$ cat config.mk
export PLATFORM = sky130hd
export DESIGN_NAME = if_stage
export DESIGN_NICKNAME = d
export VERILOG_FILES = /design/src/if_pkg.sv /design/src/pc_select.sv /design/src/fetch_ctrl.sv /design/src/fetch_fifo.sv /design/src/if_id_reg.sv /design/src/if_stage.sv
export SDC_FILE = /design/constraint.sdc
export NUM_CORES = 1
export LEC_CHECK = 0
export BUFFER_PORTS_ARGS = -buffer_cell sky130_fd_sc_hd__buf_2
export CAP_MARGIN = 20
export CORE_MARGIN = 1
export CORE_UTILIZATION = 50
export CTS_CLUSTER_SIZE = 24
export DETAILED_ROUTE_END_ITERATION = 16
export PLACE_DENSITY = 0.82
export SLEW_MARGIN = 10
export SYNTH_ARGS = -nofsm -noshare
export SYNTH_HDL_FRONTEND = slang
export SYNTH_HIERARCHICAL = 1
export SYNTH_SLANG_ARGS = --single-unit
export TNS_END_PERCENT = 100
$ cat constraint.sdc
create_clock -name clk -period 9.4 [get_ports clk]
set_input_delay 0.94 -clock clk [delete_from_list [all_inputs] [get_ports clk]]
set_output_delay 0.94 -clock clk [all_outputs]
set_load 0.05 [all_outputs]
$ cat src/if_pkg.sv
// Types and sizes shared by the fetch stage
// Only 32-bit instructions are supported, so sequential fetch steps by 4
// Queue depth and outstanding limit are fixed here and nowhere else
package if_pkg;

  //////////////////////
  // Sizes
  //////////////////////

  // Entries in the fetch queue
  localparam int unsigned FIFO_DEPTH      = 3;
  // Width of the queue count, holds 0 to FIFO_DEPTH
  localparam int unsigned FIFO_CNT_W      = 2;
  // Reads that may be granted but not yet answered
  localparam int unsigned MAX_OUTSTANDING = 2;

  //////////////////////
  // Vector types
  //////////////////////

  typedef logic [31:0] addr_t;
  typedef logic [31:0] instr_t;
  // Trap vector base, used as {base, 7'b0}
  typedef logic [24:0] mtvec_base_t;
  typedef logic [4:0]  irq_idx_t;

  // Redirect target select from the core controller
  typedef enum logic [2:0] {
    PC_BOOT     = 3'd0,
    PC_JUMP     = 3'd1,
    PC_BRANCH   = 3'd2,
    PC_MRET     = 3'd3,
    PC_TRAP_EXC = 3'd4,
    PC_TRAP_IRQ = 3'd5
  } pc_mux_e;

  // Fetch FSM states
  typedef enum logic [1:0] {
    FETCH_IDLE  = 2'd0,
    FETCH_RUN   = 2'd1,
    FETCH_FLUSH = 2'd2
  } fetch_state_e;

  //////////////////////
  // Bundles
  //////////////////////

  // Controller command, 11 bits
  typedef struct packed {
    logic     pc_set;
    pc_mux_e  pc_mux;
    irq_idx_t irq_idx;
    logic     halt_if;
    logic     kill_if;
  } ctrl_fsm_t;

  // Redirect sources, 153 bits
  typedef struct packed {
    addr_t       boot_addr;
    addr_t       jump_target;
    addr_t       branch_target;
    addr_t       mepc;
    mtvec_base_t mtvec_base;
  } targets_t;

  // One fetched word with its address, 65 bits
  typedef struct packed {
    addr_t  addr;
    instr_t rdata;
    logic   err;
  } fetch_entry_t;

  // IF/ID register contents, 68 bits
  typedef struct packed {
    logic   instr_valid;
    addr_t  pc;
    instr_t instr;
    logic   bus_err;
    logic   trigger_match;
    logic   abort_op;
  } if_id_pipe_t;

endpackage

$ cat src/pc_select.sv
// Redirect target selection, purely combinational
// Every target leaves here word aligned
`timescale 1ns/1ps

module pc_select (
  input  if_pkg::ctrl_fsm_t ctrl_fsm_i,
  input  if_pkg::targets_t  targets_i,
  output if_pkg::addr_t     branch_addr_o,
  output logic              csr_mtvec_init_o
);

  // Target mux
  always_comb begin
    // Fall back to boot for unused encodings
    branch_addr_o = {targets_i.boot_addr[31:2], 2'b00};

    unique case (ctrl_fsm_i.pc_mux)
      if_pkg::PC_BOOT: begin
        branch_addr_o = {targets_i.boot_addr[31:2], 2'b00};
      end
      if_pkg::PC_JUMP: begin
        branch_addr_o = {targets_i.jump_target[31:2], 2'b00};
      end
      if_pkg::PC_BRANCH: begin
        branch_addr_o = {targets_i.branch_target[31:2], 2'b00};
      end
      // Return from trap
      if_pkg::PC_MRET: begin
        branch_addr_o = {targets_i.mepc[31:2], 2'b00};
      end
      // All exceptions share the trap base
      if_pkg::PC_TRAP_EXC: begin
        branch_addr_o = {targets_i.mtvec_base, 7'h00};
      end
      // Vectored interrupt, base plus 4 * index
      if_pkg::PC_TRAP_IRQ: begin
        branch_addr_o = {targets_i.mtvec_base, ctrl_fsm_i.irq_idx, 2'b00};
      end
      default: ;
    endcase
  end

  // Boot redirect also asks the CSR file to load mtvec
  assign csr_mtvec_init_o = ctrl_fsm_i.pc_set && (ctrl_fsm_i.pc_mux == if_pkg::PC_BOOT);

endmodule

$ cat src/fetch_ctrl.sv
// Fetch FSM driving the request/grant/response instruction bus
// Up to MAX_OUTSTANDING reads in flight, responses must return in order
// A redirect may move the address of a request still waiting for grant
`timescale 1ns/1ps

module fetch_ctrl (
  input  logic                            clk,
  input  logic                            rst_n,
  input  logic                            pc_set_i,
  input  if_pkg::addr_t                   branch_addr_i,
  input  logic [if_pkg::FIFO_CNT_W-1:0]   fifo_cnt_i,
  output logic                            instr_req_o,
  output if_pkg::addr_t                   instr_addr_o,
  input  logic                            instr_gnt_i,
  input  logic                            instr_rvalid_i,
  input  if_pkg::instr_t                  instr_rdata_i,
  input  logic                            instr_err_i,
  output logic                            push_o,
  output if_pkg::fetch_entry_t            push_entry_o,
  output logic                            flush_o,
  output logic                            busy_o
);

  if_pkg::fetch_state_e                state_q, state_d;
  if_pkg::addr_t                       fetch_addr_q;
  // Outstanding and discard counts fit in the queue count width
  logic [if_pkg::FIFO_CNT_W-1:0]       outst_q, outst_d;
  logic [if_pkg::FIFO_CNT_W-1:0]       discard_q, discard_d;
  logic [if_pkg::FIFO_CNT_W:0]         inflight_sum;
  // Granted addresses, paired with responses in order
  if_pkg::addr_t                       gnt_addr_q [if_pkg::MAX_OUTSTANDING];
  logic                                wr_ptr_q;
  logic                                rd_ptr_q;
  logic                                gnt_ok;

  //////////////////////
  // Request side
  //////////////////////

  // Words in the queue plus words on their way
  assign inflight_sum = {1'b0, fifo_cnt_i} + {1'b0, outst_q};

  assign instr_req_o  = (state_q != if_pkg::FETCH_IDLE) &&
                        (inflight_sum < if_pkg::FIFO_DEPTH) &&
                        (outst_q < if_pkg::MAX_OUTSTANDING);
  assign instr_addr_o = fetch_addr_q;
  assign gnt_ok       = instr_req_o && instr_gnt_i;

  // Response side
  // Stale words are dropped while in FLUSH and in the redirect cycle
  assign push_o             = instr_rvalid_i && (state_q == if_pkg::FETCH_RUN) && !pc_set_i;
  assign push_entry_o.addr  = gnt_addr_q[rd_ptr_q];
  assign push_entry_o.rdata = instr_rdata_i;
  assign push_entry_o.err   = instr_err_i;

  assign flush_o = pc_set_i;
  assign busy_o  = (outst_q != '0);

  // Outstanding count after this cycle
  always_comb begin
    outst_d = outst_q;
    if (gnt_ok && !instr_rvalid_i) begin
      outst_d = outst_q + 1'b1;
    end else if (!gnt_ok && instr_rvalid_i) begin
      outst_d = outst_q - 1'b1;
    end
  end

  // Next state, redirect loads the discard count with what is still in flight
  always_comb begin
    state_d   = state_q;
    discard_d = discard_q;
    if (pc_set_i) begin
      discard_d = outst_d;
      state_d   = (outst_d != '0) ? if_pkg::FETCH_FLUSH : if_pkg::FETCH_RUN;
    end else if ((state_q == if_pkg::FETCH_FLUSH) && instr_rvalid_i) begin
      discard_d = discard_q - 1'b1;
      // Last stale word gone
      if (discard_q == 1) begin
        state_d = if_pkg::FETCH_RUN;
      end
    end
  end

  always_ff @(posedge clk or negedge rst_n) begin
    if (!rst_n) begin
      state_q      <= if_pkg::FETCH_IDLE;
      fetch_addr_q <= '0;
      outst_q      <= '0;
      discard_q    <= '0;
      wr_ptr_q     <= 1'b0;
      rd_ptr_q     <= 1'b0;
    end else begin
      state_q   <= state_d;
      outst_q   <= outst_d;
      discard_q <= discard_d;
      if (pc_set_i) begin
        fetch_addr_q <= branch_addr_i;
      end else if (gnt_ok) begin
        fetch_addr_q <= fetch_addr_q + 32'd4;
      end
      // Pointers keep moving across redirects so stale words stay paired
      if (gnt_ok) begin
        wr_ptr_q <= ~wr_ptr_q;
      end
      if (instr_rvalid_i) begin
        rd_ptr_q <= ~rd_ptr_q;
      end
    end
  end

  // Address store
  always_ff @(posedge clk) begin
    if (gnt_ok) begin
      gnt_addr_q[wr_ptr_q] <= instr_addr_o;
    end
  end

  //////////////////////
  // Checks
  //////////////////////

  // Queue pops and pushes never lower the request before its grant
  a_addr_stable: assert property (@(posedge clk) disable iff (!rst_n)
    (instr_req_o && !instr_gnt_i && !pc_set_i) |=> (instr_req_o && $stable(instr_addr_o)))
    else $error("fetch request dropped or moved before grant");

  a_outst_max: assert property (@(posedge clk) disable iff (!rst_n)
    outst_q <= if_pkg::MAX_OUTSTANDING)
    else $error("too many outstanding reads");

  a_no_spurious_rvalid: assert property (@(posedge clk) disable iff (!rst_n)
    instr_rvalid_i |-> (outst_q != '0))
    else $error("rvalid with no read outstanding");

endmodule

$ cat src/fetch_fifo.sv
// Three-entry circular queue of fetched words
// Flush has priority over push and pop in the same cycle
`timescale 1ns/1ps

module fetch_fifo (
  input  logic                          clk,
  input  logic                          rst_n,
  input  logic                          flush_i,
  input  logic                          push_i,
  input  if_pkg::fetch_entry_t          entry_i,
  input  logic                          pop_i,
  output if_pkg::fetch_entry_t          head_o,
  output logic                          valid_o,
  output logic [if_pkg::FIFO_CNT_W-1:0] cnt_o
);

  if_pkg::fetch_entry_t          mem_q [if_pkg::FIFO_DEPTH];
  logic [if_pkg::FIFO_CNT_W-1:0] wr_ptr_q;
  logic [if_pkg::FIFO_CNT_W-1:0] rd_ptr_q;
  logic [if_pkg::FIFO_CNT_W-1:0] cnt_q;

  // Pointer step with wrap at the depth
  function automatic logic [if_pkg::FIFO_CNT_W-1:0] ptr_inc(
    input logic [if_pkg::FIFO_CNT_W-1:0] ptr
  );
    ptr_inc = (ptr == if_pkg::FIFO_DEPTH - 1) ? '0 : ptr + 1'b1;
  endfunction

  assign head_o  = mem_q[rd_ptr_q];
  assign valid_o = (cnt_q != '0);
  assign cnt_o   = cnt_q;

  always_ff @(posedge clk or negedge rst_n) begin
    if (!rst_n) begin
      wr_ptr_q <= '0;
      rd_ptr_q <= '0;
      cnt_q    <= '0;
    end else if (flush_i) begin
      wr_ptr_q <= '0;
      rd_ptr_q <= '0;
      cnt_q    <= '0;
    end else begin
      if (push_i) begin
        wr_ptr_q <= ptr_inc(wr_ptr_q);
      end
      if (pop_i) begin
        rd_ptr_q <= ptr_inc(rd_ptr_q);
      end
      unique case ({push_i, pop_i})
        2'b10:   cnt_q <= cnt_q + 1'b1;
        2'b01:   cnt_q <= cnt_q - 1'b1;
        default: ;
      endcase
    end
  end

  // Storage
  always_ff @(posedge clk) begin
    if (push_i && !flush_i) begin
      mem_q[wr_ptr_q] <= entry_i;
    end
  end

  // Relies on the request limit in fetch_ctrl
  a_no_overflow: assert property (@(posedge clk) disable iff (!rst_n)
    (push_i && !flush_i) |-> ((cnt_q < if_pkg::FIFO_DEPTH) || pop_i))
    else $error("push into full fetch queue");

  // Relies on the pop gating in if_id_reg
  a_no_underflow: assert property (@(posedge clk) disable iff (!rst_n)
    pop_i |-> (cnt_q != '0))
    else $error("pop from empty fetch queue");

endmodule

$ cat src/if_id_reg.sv
// IF/ID pipeline register with stall, halt and kill
// Holds its contents while decode is not ready
// A redirect drops the held instruction at the same edge as the queue flush
`timescale 1ns/1ps

module if_id_reg (
  input  logic                 clk,
  input  logic                 rst_n,
  input  if_pkg::fetch_entry_t head_i,
  input  logic                 head_valid_i,
  input  if_pkg::ctrl_fsm_t    ctrl_fsm_i,
  input  logic                 trigger_match_i,
  input  logic                 id_ready_i,
  output logic                 pop_o,
  output logic                 if_valid_o,
  output if_pkg::if_id_pipe_t  if_id_pipe_o
);

  logic           transfer;
  logic           valid_q;
  if_pkg::addr_t  pc_q;
  if_pkg::instr_t instr_q;
  logic           bus_err_q;
  logic           trigger_q;
  logic           abort_q;

  // Head usable only when neither halted nor killed
  assign if_valid_o = head_valid_i && !ctrl_fsm_i.halt_if && !ctrl_fsm_i.kill_if;

  // Kill discards the head, otherwise it leaves when decode takes it
  assign pop_o = (head_valid_i && ctrl_fsm_i.kill_if) || (if_valid_o && id_ready_i);

  assign transfer = if_valid_o && id_ready_i && !ctrl_fsm_i.pc_set;

  always_ff @(posedge clk or negedge rst_n) begin
    if (!rst_n) begin
      valid_q <= 1'b0;
    end else if (ctrl_fsm_i.pc_set) begin
      valid_q <= 1'b0;
    end else if (transfer) begin
      valid_q <= 1'b1;
    end else if (id_ready_i) begin
      // Decode took the old one and nothing new arrived
      valid_q <= 1'b0;
    end
  end

  // Payload, loaded only on a transfer
  always_ff @(posedge clk) begin
    if (transfer) begin
      pc_q      <= head_i.addr;
      instr_q   <= head_i.rdata;
      bus_err_q <= head_i.err;
      trigger_q <= trigger_match_i;
      abort_q   <= head_i.err || trigger_match_i;
    end
  end

  assign if_id_pipe_o = '{
    instr_valid:   valid_q,
    pc:            pc_q,
    instr:         instr_q,
    bus_err:       bus_err_q,
    trigger_match: trigger_q,
    abort_op:      abort_q
  };

endmodule

$ cat src/if_stage.sv
// Instruction fetch stage top, 32-bit instructions only
// Bus responses must come back in request order
`timescale 1ns/1ps

module if_stage (
  input  logic                clk,
  input  logic                rst_n,
  input  if_pkg::ctrl_fsm_t   ctrl_fsm_i,
  input  if_pkg::targets_t    targets_i,
  input  logic                trigger_match_i,
  input  logic                id_ready_i,
  // Instruction bus
  output logic                instr_req_o,
  output if_pkg::addr_t       instr_addr_o,
  input  logic                instr_gnt_i,
  input  logic                instr_rvalid_i,
  input  if_pkg::instr_t      instr_rdata_i,
  input  logic                instr_err_i,
  // Towards decode and CSR file
  output if_pkg::if_id_pipe_t if_id_pipe_o,
  output logic                if_valid_o,
  output logic                csr_mtvec_init_o,
  output logic                if_busy_o
);

  if_pkg::addr_t                 branch_addr;
  logic [if_pkg::FIFO_CNT_W-1:0] fifo_cnt;
  logic                          push;
  if_pkg::fetch_entry_t          push_entry;
  logic                          flush;
  if_pkg::fetch_entry_t          head;
  logic                          head_valid;
  logic                          pop;

  pc_select u_pc_select (
    .ctrl_fsm_i       (ctrl_fsm_i),
    .targets_i        (targets_i),
    .branch_addr_o    (branch_addr),
    .csr_mtvec_init_o (csr_mtvec_init_o)
  );

  fetch_ctrl u_fetch_ctrl (
    .clk            (clk),
    .rst_n          (rst_n),
    .pc_set_i       (ctrl_fsm_i.pc_set),
    .branch_addr_i  (branch_addr),
    .fifo_cnt_i     (fifo_cnt),
    .instr_req_o    (instr_req_o),
    .instr_addr_o   (instr_addr_o),
    .instr_gnt_i    (instr_gnt_i),
    .instr_rvalid_i (instr_rvalid_i),
    .instr_rdata_i  (instr_rdata_i),
    .instr_err_i    (instr_err_i),
    .push_o         (push),
    .push_entry_o   (push_entry),
    .flush_o        (flush),
    .busy_o         (if_busy_o)
  );

  fetch_fifo u_fetch_fifo (
    .clk     (clk),
    .rst_n   (rst_n),
    .flush_i (flush),
    .push_i  (push),
    .entry_i (push_entry),
    .pop_i   (pop),
    .head_o  (head),
    .valid_o (head_valid),
    .cnt_o   (fifo_cnt)
  );

  if_id_reg u_if_id_reg (
    .clk             (clk),
    .rst_n           (rst_n),
    .head_i          (head),
    .head_valid_i    (head_valid),
    .ctrl_fsm_i      (ctrl_fsm_i),
    .trigger_match_i (trigger_match_i),
    .id_ready_i      (id_ready_i),
    .pop_o           (pop),
    .if_valid_o      (if_valid_o),
    .if_id_pipe_o    (if_id_pipe_o)
  );

endmodule

== Word level (Yosys, flattened, before mapping) ==
Memories as Yosys holds them, arrays and structs flattened.
Index checks and enable logic that the tools add are counted.

* Output and inout bits: 104
* Input port bits: 203
* Word-level logic and storage cells: 103
* Flip-flop bits (word level): 114
* Memory bits (writable): 259
* Memories: 2

* Bitwise logic cells: 2
* Add/sub/neg operators: 9
* Order comparisons: 2
* Muxes and demuxes: 26
* Reduce and logical (&&, ||, !) cells: 35
* Equality and inequality tests: 12

{| class="wikitable"
|+ Memories
! memory !! words !! bits a word !! read ports !! clocked after memory_dff !! write ports !! RTL line !! RTL
|-
| u_fetch_fifo.mem_q || 3 || 65 || 1 || 0 || 1 || fetch_fifo.sv:17 || <nowiki>if_pkg::fetch_entry_t mem_q [if_pkg::FIFO_DEPTH];</nowiki>
|-
| u_fetch_ctrl.gnt_addr_q || 2 || 32 || 1 || 0 || 1 || fetch_ctrl.sv:31 || <nowiki>if_pkg::addr_t gnt_addr_q [if_pkg::MAX_OUTSTANDING];</nowiki>
|}

{| class="wikitable"
|+ Operators by type and width
! cell !! count
|-
| $pmux 32 s5 || 1
|-
| $mux 32 || 2
|-
| $add 32x3->32 const B || 1
|-
| $mux 2 || 15
|-
| $reduce_bool 2->1 || 9
|-
| $logic_and 1x1->1 || 15
|-
| $add 2x1->2 const B || 4
|-
| $eq 2x2->1 const B || 4
|-
| $mux 1 || 7
|-
| $eq 2x1->1 const B || 3
|-
| $eq 3x2->1 const B || 2
|-
| $eq 3x3->1 const B || 2
|-
| $reduce_bool 3->1 || 2
|-
| $sub 2x1->2 const B || 3
|-
| $logic_not 1->1 || 5
|-
| $pmux 2 s2 || 1
|-
| $add 2x2->3 || 1
|-
| $eq 3x1->1 const B || 1
|-
| $logic_not 3->1 || 1
|-
| $lt 3x2->1 const B || 1
|-
| $logic_or 1x1->1 || 2
|-
| $lt 2x2->1 const B || 1
|-
| $not 1->1 || 2
|-
| $reduce_and 2->1 || 1
|}

== Longest topological paths before layout ==
* Depth in word-level cells: 12
* Mapped depth: 8

== Modules after synthesis ==
Netlist, hierarchy kept.

{| class="wikitable"
|+ Modules (own cells, without submodules)
! module !! cells an instance !! times used !! area an instance (um^2) !! sequential area each (um^2)
|-
| fetch_fifo || 444 || 1 || 7581.0 || 6005.8
|-
| fetch_ctrl || 384 || 1 || 4939.7 || 2922.8
|-
| if_id_reg || 80 || 1 || 2140.8 || 2037.0
|-
| pc_select || 133 || 1 || 1581.5 || 0.0
|}

== Worst setup path before layout ==
Ideal clock, no wire load.

* Kind: input to register
* Start: in ctrl_fsm_i[10] (netlist bit)
* End: mem u_fetch_fifo/mem_q[0][0] (netlist bit) (enable)
* Cell stages on the path: 5
* Data arrival time: 8.455 ns
* Library setup time: 0.671 ns
* Path slack: 0.274 ns
* Data required time: 8.729 ns
* Buffers on the path: 3
* Cells stage by stage: buf_1 -> clkbuf_1 -> nor3_1 -> buf_2 -> nor4b_1

* Longest elaborated chain between the ends: 5

{| class="wikitable"
|+ RTL lines
! element !! RTL line !! RTL
|-
| from (decl) || if_stage.sv:8 || <nowiki>input if_pkg::ctrl_fsm_t ctrl_fsm_i,</nowiki>
|-
| $logic_not 1->1 || fetch_ctrl.sv:51 || <nowiki>assign push_o = instr_rvalid_i && (state_q == if_pkg::FETCH_RUN) && !pc_set_i;</nowiki>
|-
| $logic_and 1x1->1 || fetch_ctrl.sv:51 ||
|-
| net push || if_stage.sv:28 || <nowiki>logic push;</nowiki>
|-
| $logic_and 1x1->1 || fetch_fifo.sv:59 || <nowiki>if (push_i && !flush_i) begin</nowiki>
|-
| $mux 1 || fetch_fifo.sv:59 ||
|-
| $mux 1 (implied by the code) || fetch_fifo.sv:60 || <nowiki>mem_q[wr_ptr_q] <= entry_i;</nowiki>
|-
| to (decl) || fetch_fifo.sv:17 ||
|}

The timed path passes the listed nets, and every way through them passes these cells.

== Final worst setup path ==
* Start: reg u_fetch_ctrl/outst_q[0] (netlist bit)
* End: out instr_req_o

* Longest elaborated chain between the ends: 4
* Elaborated cells between the ends (all ways): 5
* Classes of those cells: add/sub: 1; order compare: 2; reduce/logical: 2

{| class="wikitable"
|+ RTL lines
! element !! RTL line !! RTL
|-
| from (decl) || fetch_ctrl.sv:27 || <nowiki>logic [if_pkg::FIFO_CNT_W-1:0] outst_q, outst_d;</nowiki>
|-
| from (signal assigned) || fetch_ctrl.sv:95 || <nowiki>outst_q <= outst_d;</nowiki>
|-
| $add 2x2->3 || fetch_ctrl.sv:41 || <nowiki>assign inflight_sum = {1'b0, fifo_cnt_i} + {1'b0, outst_q};</nowiki>
|-
| $lt 3x2->1 || fetch_ctrl.sv:44 || <nowiki>(inflight_sum < if_pkg::FIFO_DEPTH) &&</nowiki>
|-
| $logic_and 1x1->1 || fetch_ctrl.sv:43 || <nowiki>assign instr_req_o = (state_q != if_pkg::FETCH_IDLE) &&</nowiki>
|-
| $logic_and 1x1->1 (*) || fetch_ctrl.sv:44 ||
|-
| to (decl) || if_stage.sv:13 || <nowiki>output logic instr_req_o,</nowiki>
|}

Every way passes the cells marked *; elsewhere a longest branch is shown, timed or not.

==> flow_summary.toml <==
[outcome]
status = "finished clean"

[critical_path]
cp-end-kind = "output port"
cpMaxStageDelayCell = "dfrtp_1"
required_ps = 8460
slowest_delay_ps = 460
reg2regPathDepth = 5
arrival_ps = 2520
crit_fanout = 7
critPathLaunchType = "flop"
rrSetupSlack_ps = 6230
r2r-start = "u_fetch_ctrl/outst_q[0]"
worstSetupPathType = "flop to output port"
worstPathCellList = "ha_1 -> fa_1 -> nor2_2 -> nand3_2 -> inv_1 -> buf_2"
r2r_end = "u_fetch_ctrl/gnt_addr_q[0][26]"

[synth]
yosysTopAreaCellShare_pct = 60.3
yosysSeqAreaShare_pct = 67.5
synthTopCellsByArea = "edfxtp_1 (60%), dfrtp_1 (7.2%), mux2i_1 (4.3%)"
syn-cell-area_mm2 = 0.0162
synth_warnings = 6
synthArstFlopShare_pct = 12.6
synth_top_area_cell = "edfxtp_1"
avgSynthCellArea_um2 = 15.6
synth_enable_flop_cells = 326
ys_ff_latch = 373
synthCells = 1041
synth_cell_types = 63
synth_top_flop_cell = "edfxtp_1"

[route]
dr_total_vias = 9435
viasPerCell = 5.36
antenna_left = 0
first_pass_iters = 5
routed_wl_um = 34000
drcViolationCount = 0
wl_per_cell_um = 19.3
drtIter0Drc = 540

[cts]
hold_buffers = 0
h-tree-depth = 2
cts_tree = "built"
clk_latency_ps = 510
cts_setup_buffers = 0
cts_max_path_buffers = 3
post_cts_resized = 0
cts_root_buffer = "clkbuf_16"
numCtsBuffers = 37
numClockSinks = 373
clk_pin_slew_ps = 60

[sta]
max_freq_ghz = 0.289
fin_hold_ws_ps = 498
setup_tns_ps = 0
skew_ps = 17.0
tightest_slew_ps = 1040
relSlewSlack_pct = 30.6
rsz0062_at_grt = "no"
final_max_slew_viol_count = 0
hold_violations = 0
fin_crit_sh_pct = 36.8
finalSetupViolations = 0
period_needed_ps = 3460

[min_path]
hold_depth = 0
hp-class = "flop to flop"
min_from = "u_fetch_ctrl/instr_addr_o[0]"
hold_path_end = "u_fetch_ctrl/gnt_addr_q[1][0]"

[placement]
dpl.hpwl_um = 22400
port_buffers = 298
dp_cells = 1694
gp_congestion = 0.858

[floorplanning]
core_mm2 = 0.0318
fp.dieH_um = 182
dieArea_mm2 = 0.0332
io_pins = 307
row_count = 65
die_w_um = 182
initial_core_util_pct = 51.1

[job]
drv_cap = 0

[grt]
grt_max_degree = 83
grt_pass1_vias = 9678
overflow = 0
track_usage_pct = 20.6
grt_pass1_wl_um = 52300
grt_antenna_before_repair = 4

[finish]
stdcell_count = 1761
nNetsFinal = 1506
syn_to_final_growth_pct = 16.8
drive_gt1_share_pct = 37.6

[power]
p_per_area_mw_per_mm2 = 237
fin_total_pwr_w = 0.00449
p_leak_nw = 6.80
vdd_drop_max_mv = 0.107
critical path: cells and delay by family, from the launching register on:
family / cells / cell delay, ps
adder cells (fa/ha/maj): 2 / 600
buffers and inverters: 2 / 410
AND/OR/NAND/NOR: 2 / 540
flip-flops: 1 / 460
placed cells by master, fill, tap and decap left out, types with 21 or more instances in the layout:
cell type    n
buf_2      298
mux2_2      54
o21ai_1     38
clkbuf_16   39
mux2_4      21
xnor2_1     27
o21ai_0     61
mux4_2      25
mux2i_1     69
nand2_1    110
edfxtp_1   326
dfrtp_1     45
metrics by stage:
step                      area (um^2)  setup slack (ps)  util (%)
after CTS                       19000              5920      59.6
final                           19000              5940      59.7
after detailed placement        17800              5380      55.9
after floorplan                 16200               274         -
after global placement          17800              5540      55.9
after global routing            19000              5750      59.7
how the worst max path moves through the flow:
stage / to / cells after the start / from
3_5_place_dp: u_fetch_fifo/mem_q[2][22] / 5 / ctrl_fsm_i[10]
4_1_cts: instr_req_o / 6 / u_fetch_ctrl/outst_q[0]
6_report: instr_req_o / 6 / u_fetch_ctrl/outst_q[0]
5_1_grt: u_fetch_fifo/mem_q[2][29] / 5 / ctrl_fsm_i[10]
2_1_floorplan: u_fetch_fifo/mem_q[0][0] / 5 / ctrl_fsm_i[10]
3_3_place_gp: u_fetch_fifo/mem_q[1][25] / 5 / ctrl_fsm_i[10]
registers in the layout (all words and copies together) (netlist names), 2 cells and up:
register                   flops
u_fetch_ctrl/gnt_addr_q       64
u_if_id_reg/pc_q              32
u_fetch_ctrl/state_q           2
u_if_id_reg/instr_q           32
u_fetch_ctrl/discard_q         2
u_fetch_fifo/cnt_o             2
u_fetch_ctrl/outst_q           2
u_fetch_ctrl/instr_addr_o     32
u_fetch_fifo/mem_q           195
u_fetch_fifo/rd_ptr_q          2
u_fetch_fifo/wr_ptr_q          2
kinds of logic after synthesis:
kind of cell | synth area share [%]
DFF | 67.5
and+or+nand+nor | 7.03
muxes | 14.3
AOI/OAI and AO/OA | 4.48
buffers and inverters | 4.34
xor gates and xnor gates | 1.89
adders and majority gates | 0.431
other | 0.0231
report_power, final:
| part | switching [W] | internal (W) | total [W] |
|---|---|---|---|
| Clock | 0.000589 | 0.000829 | 0.00142 |
| Combinational | 0.000555 | 0.000345 | 0.000900 |
| Sequential | 0.000128 | 0.00204 | 0.00217 |
| Total | 0.00127 | 0.00322 | 0.00449 |
area by class of cell:
cell class / instances / area (um^2)
fillers: 2402 / 12800
well taps: 435 / 544
multi-input cells: 562 / 4630
diodes: 2 / 5.00
repair buffers: 311 / 1590
clock inverters: 19 / 161
clock buffers: 46 / 1020
flip-flops and latches: 373 / 11000
inverters: 13 / 48.8
cells in the mapped netlist (6+ instances only):
cell,n
nor4_2,9
nor2_1,16
mux4_2,25
buf_4,40
nor3_1,10
a2bb2oi_1,6
inv_1,12
clkbuf_1,18
o21ai_0,61
nand3_1,14
o21ai_1,38
dfrtp_1,47
xnor2_1,27
mux2_1,13
buf_6,11
a21oi_1,6
edfxtp_1,326
nand2_1,110
mux2i_1,69
buf_2,18
mux2_2,54
xor2_1,8
mux2_4,21
layer usage:
layer / GRT usage [%] / vias up / share of wire [%]
met4: 7.43 / 2 / 2.6
met5: 0 / - / 0.032
met2: 36.0 / 389 / 50
met1: 25.6 / 4585 / 41
met3: 3.91 / 57 / 6.1
li1: - / 4402 / -
(Power assumes the default switching activity.)
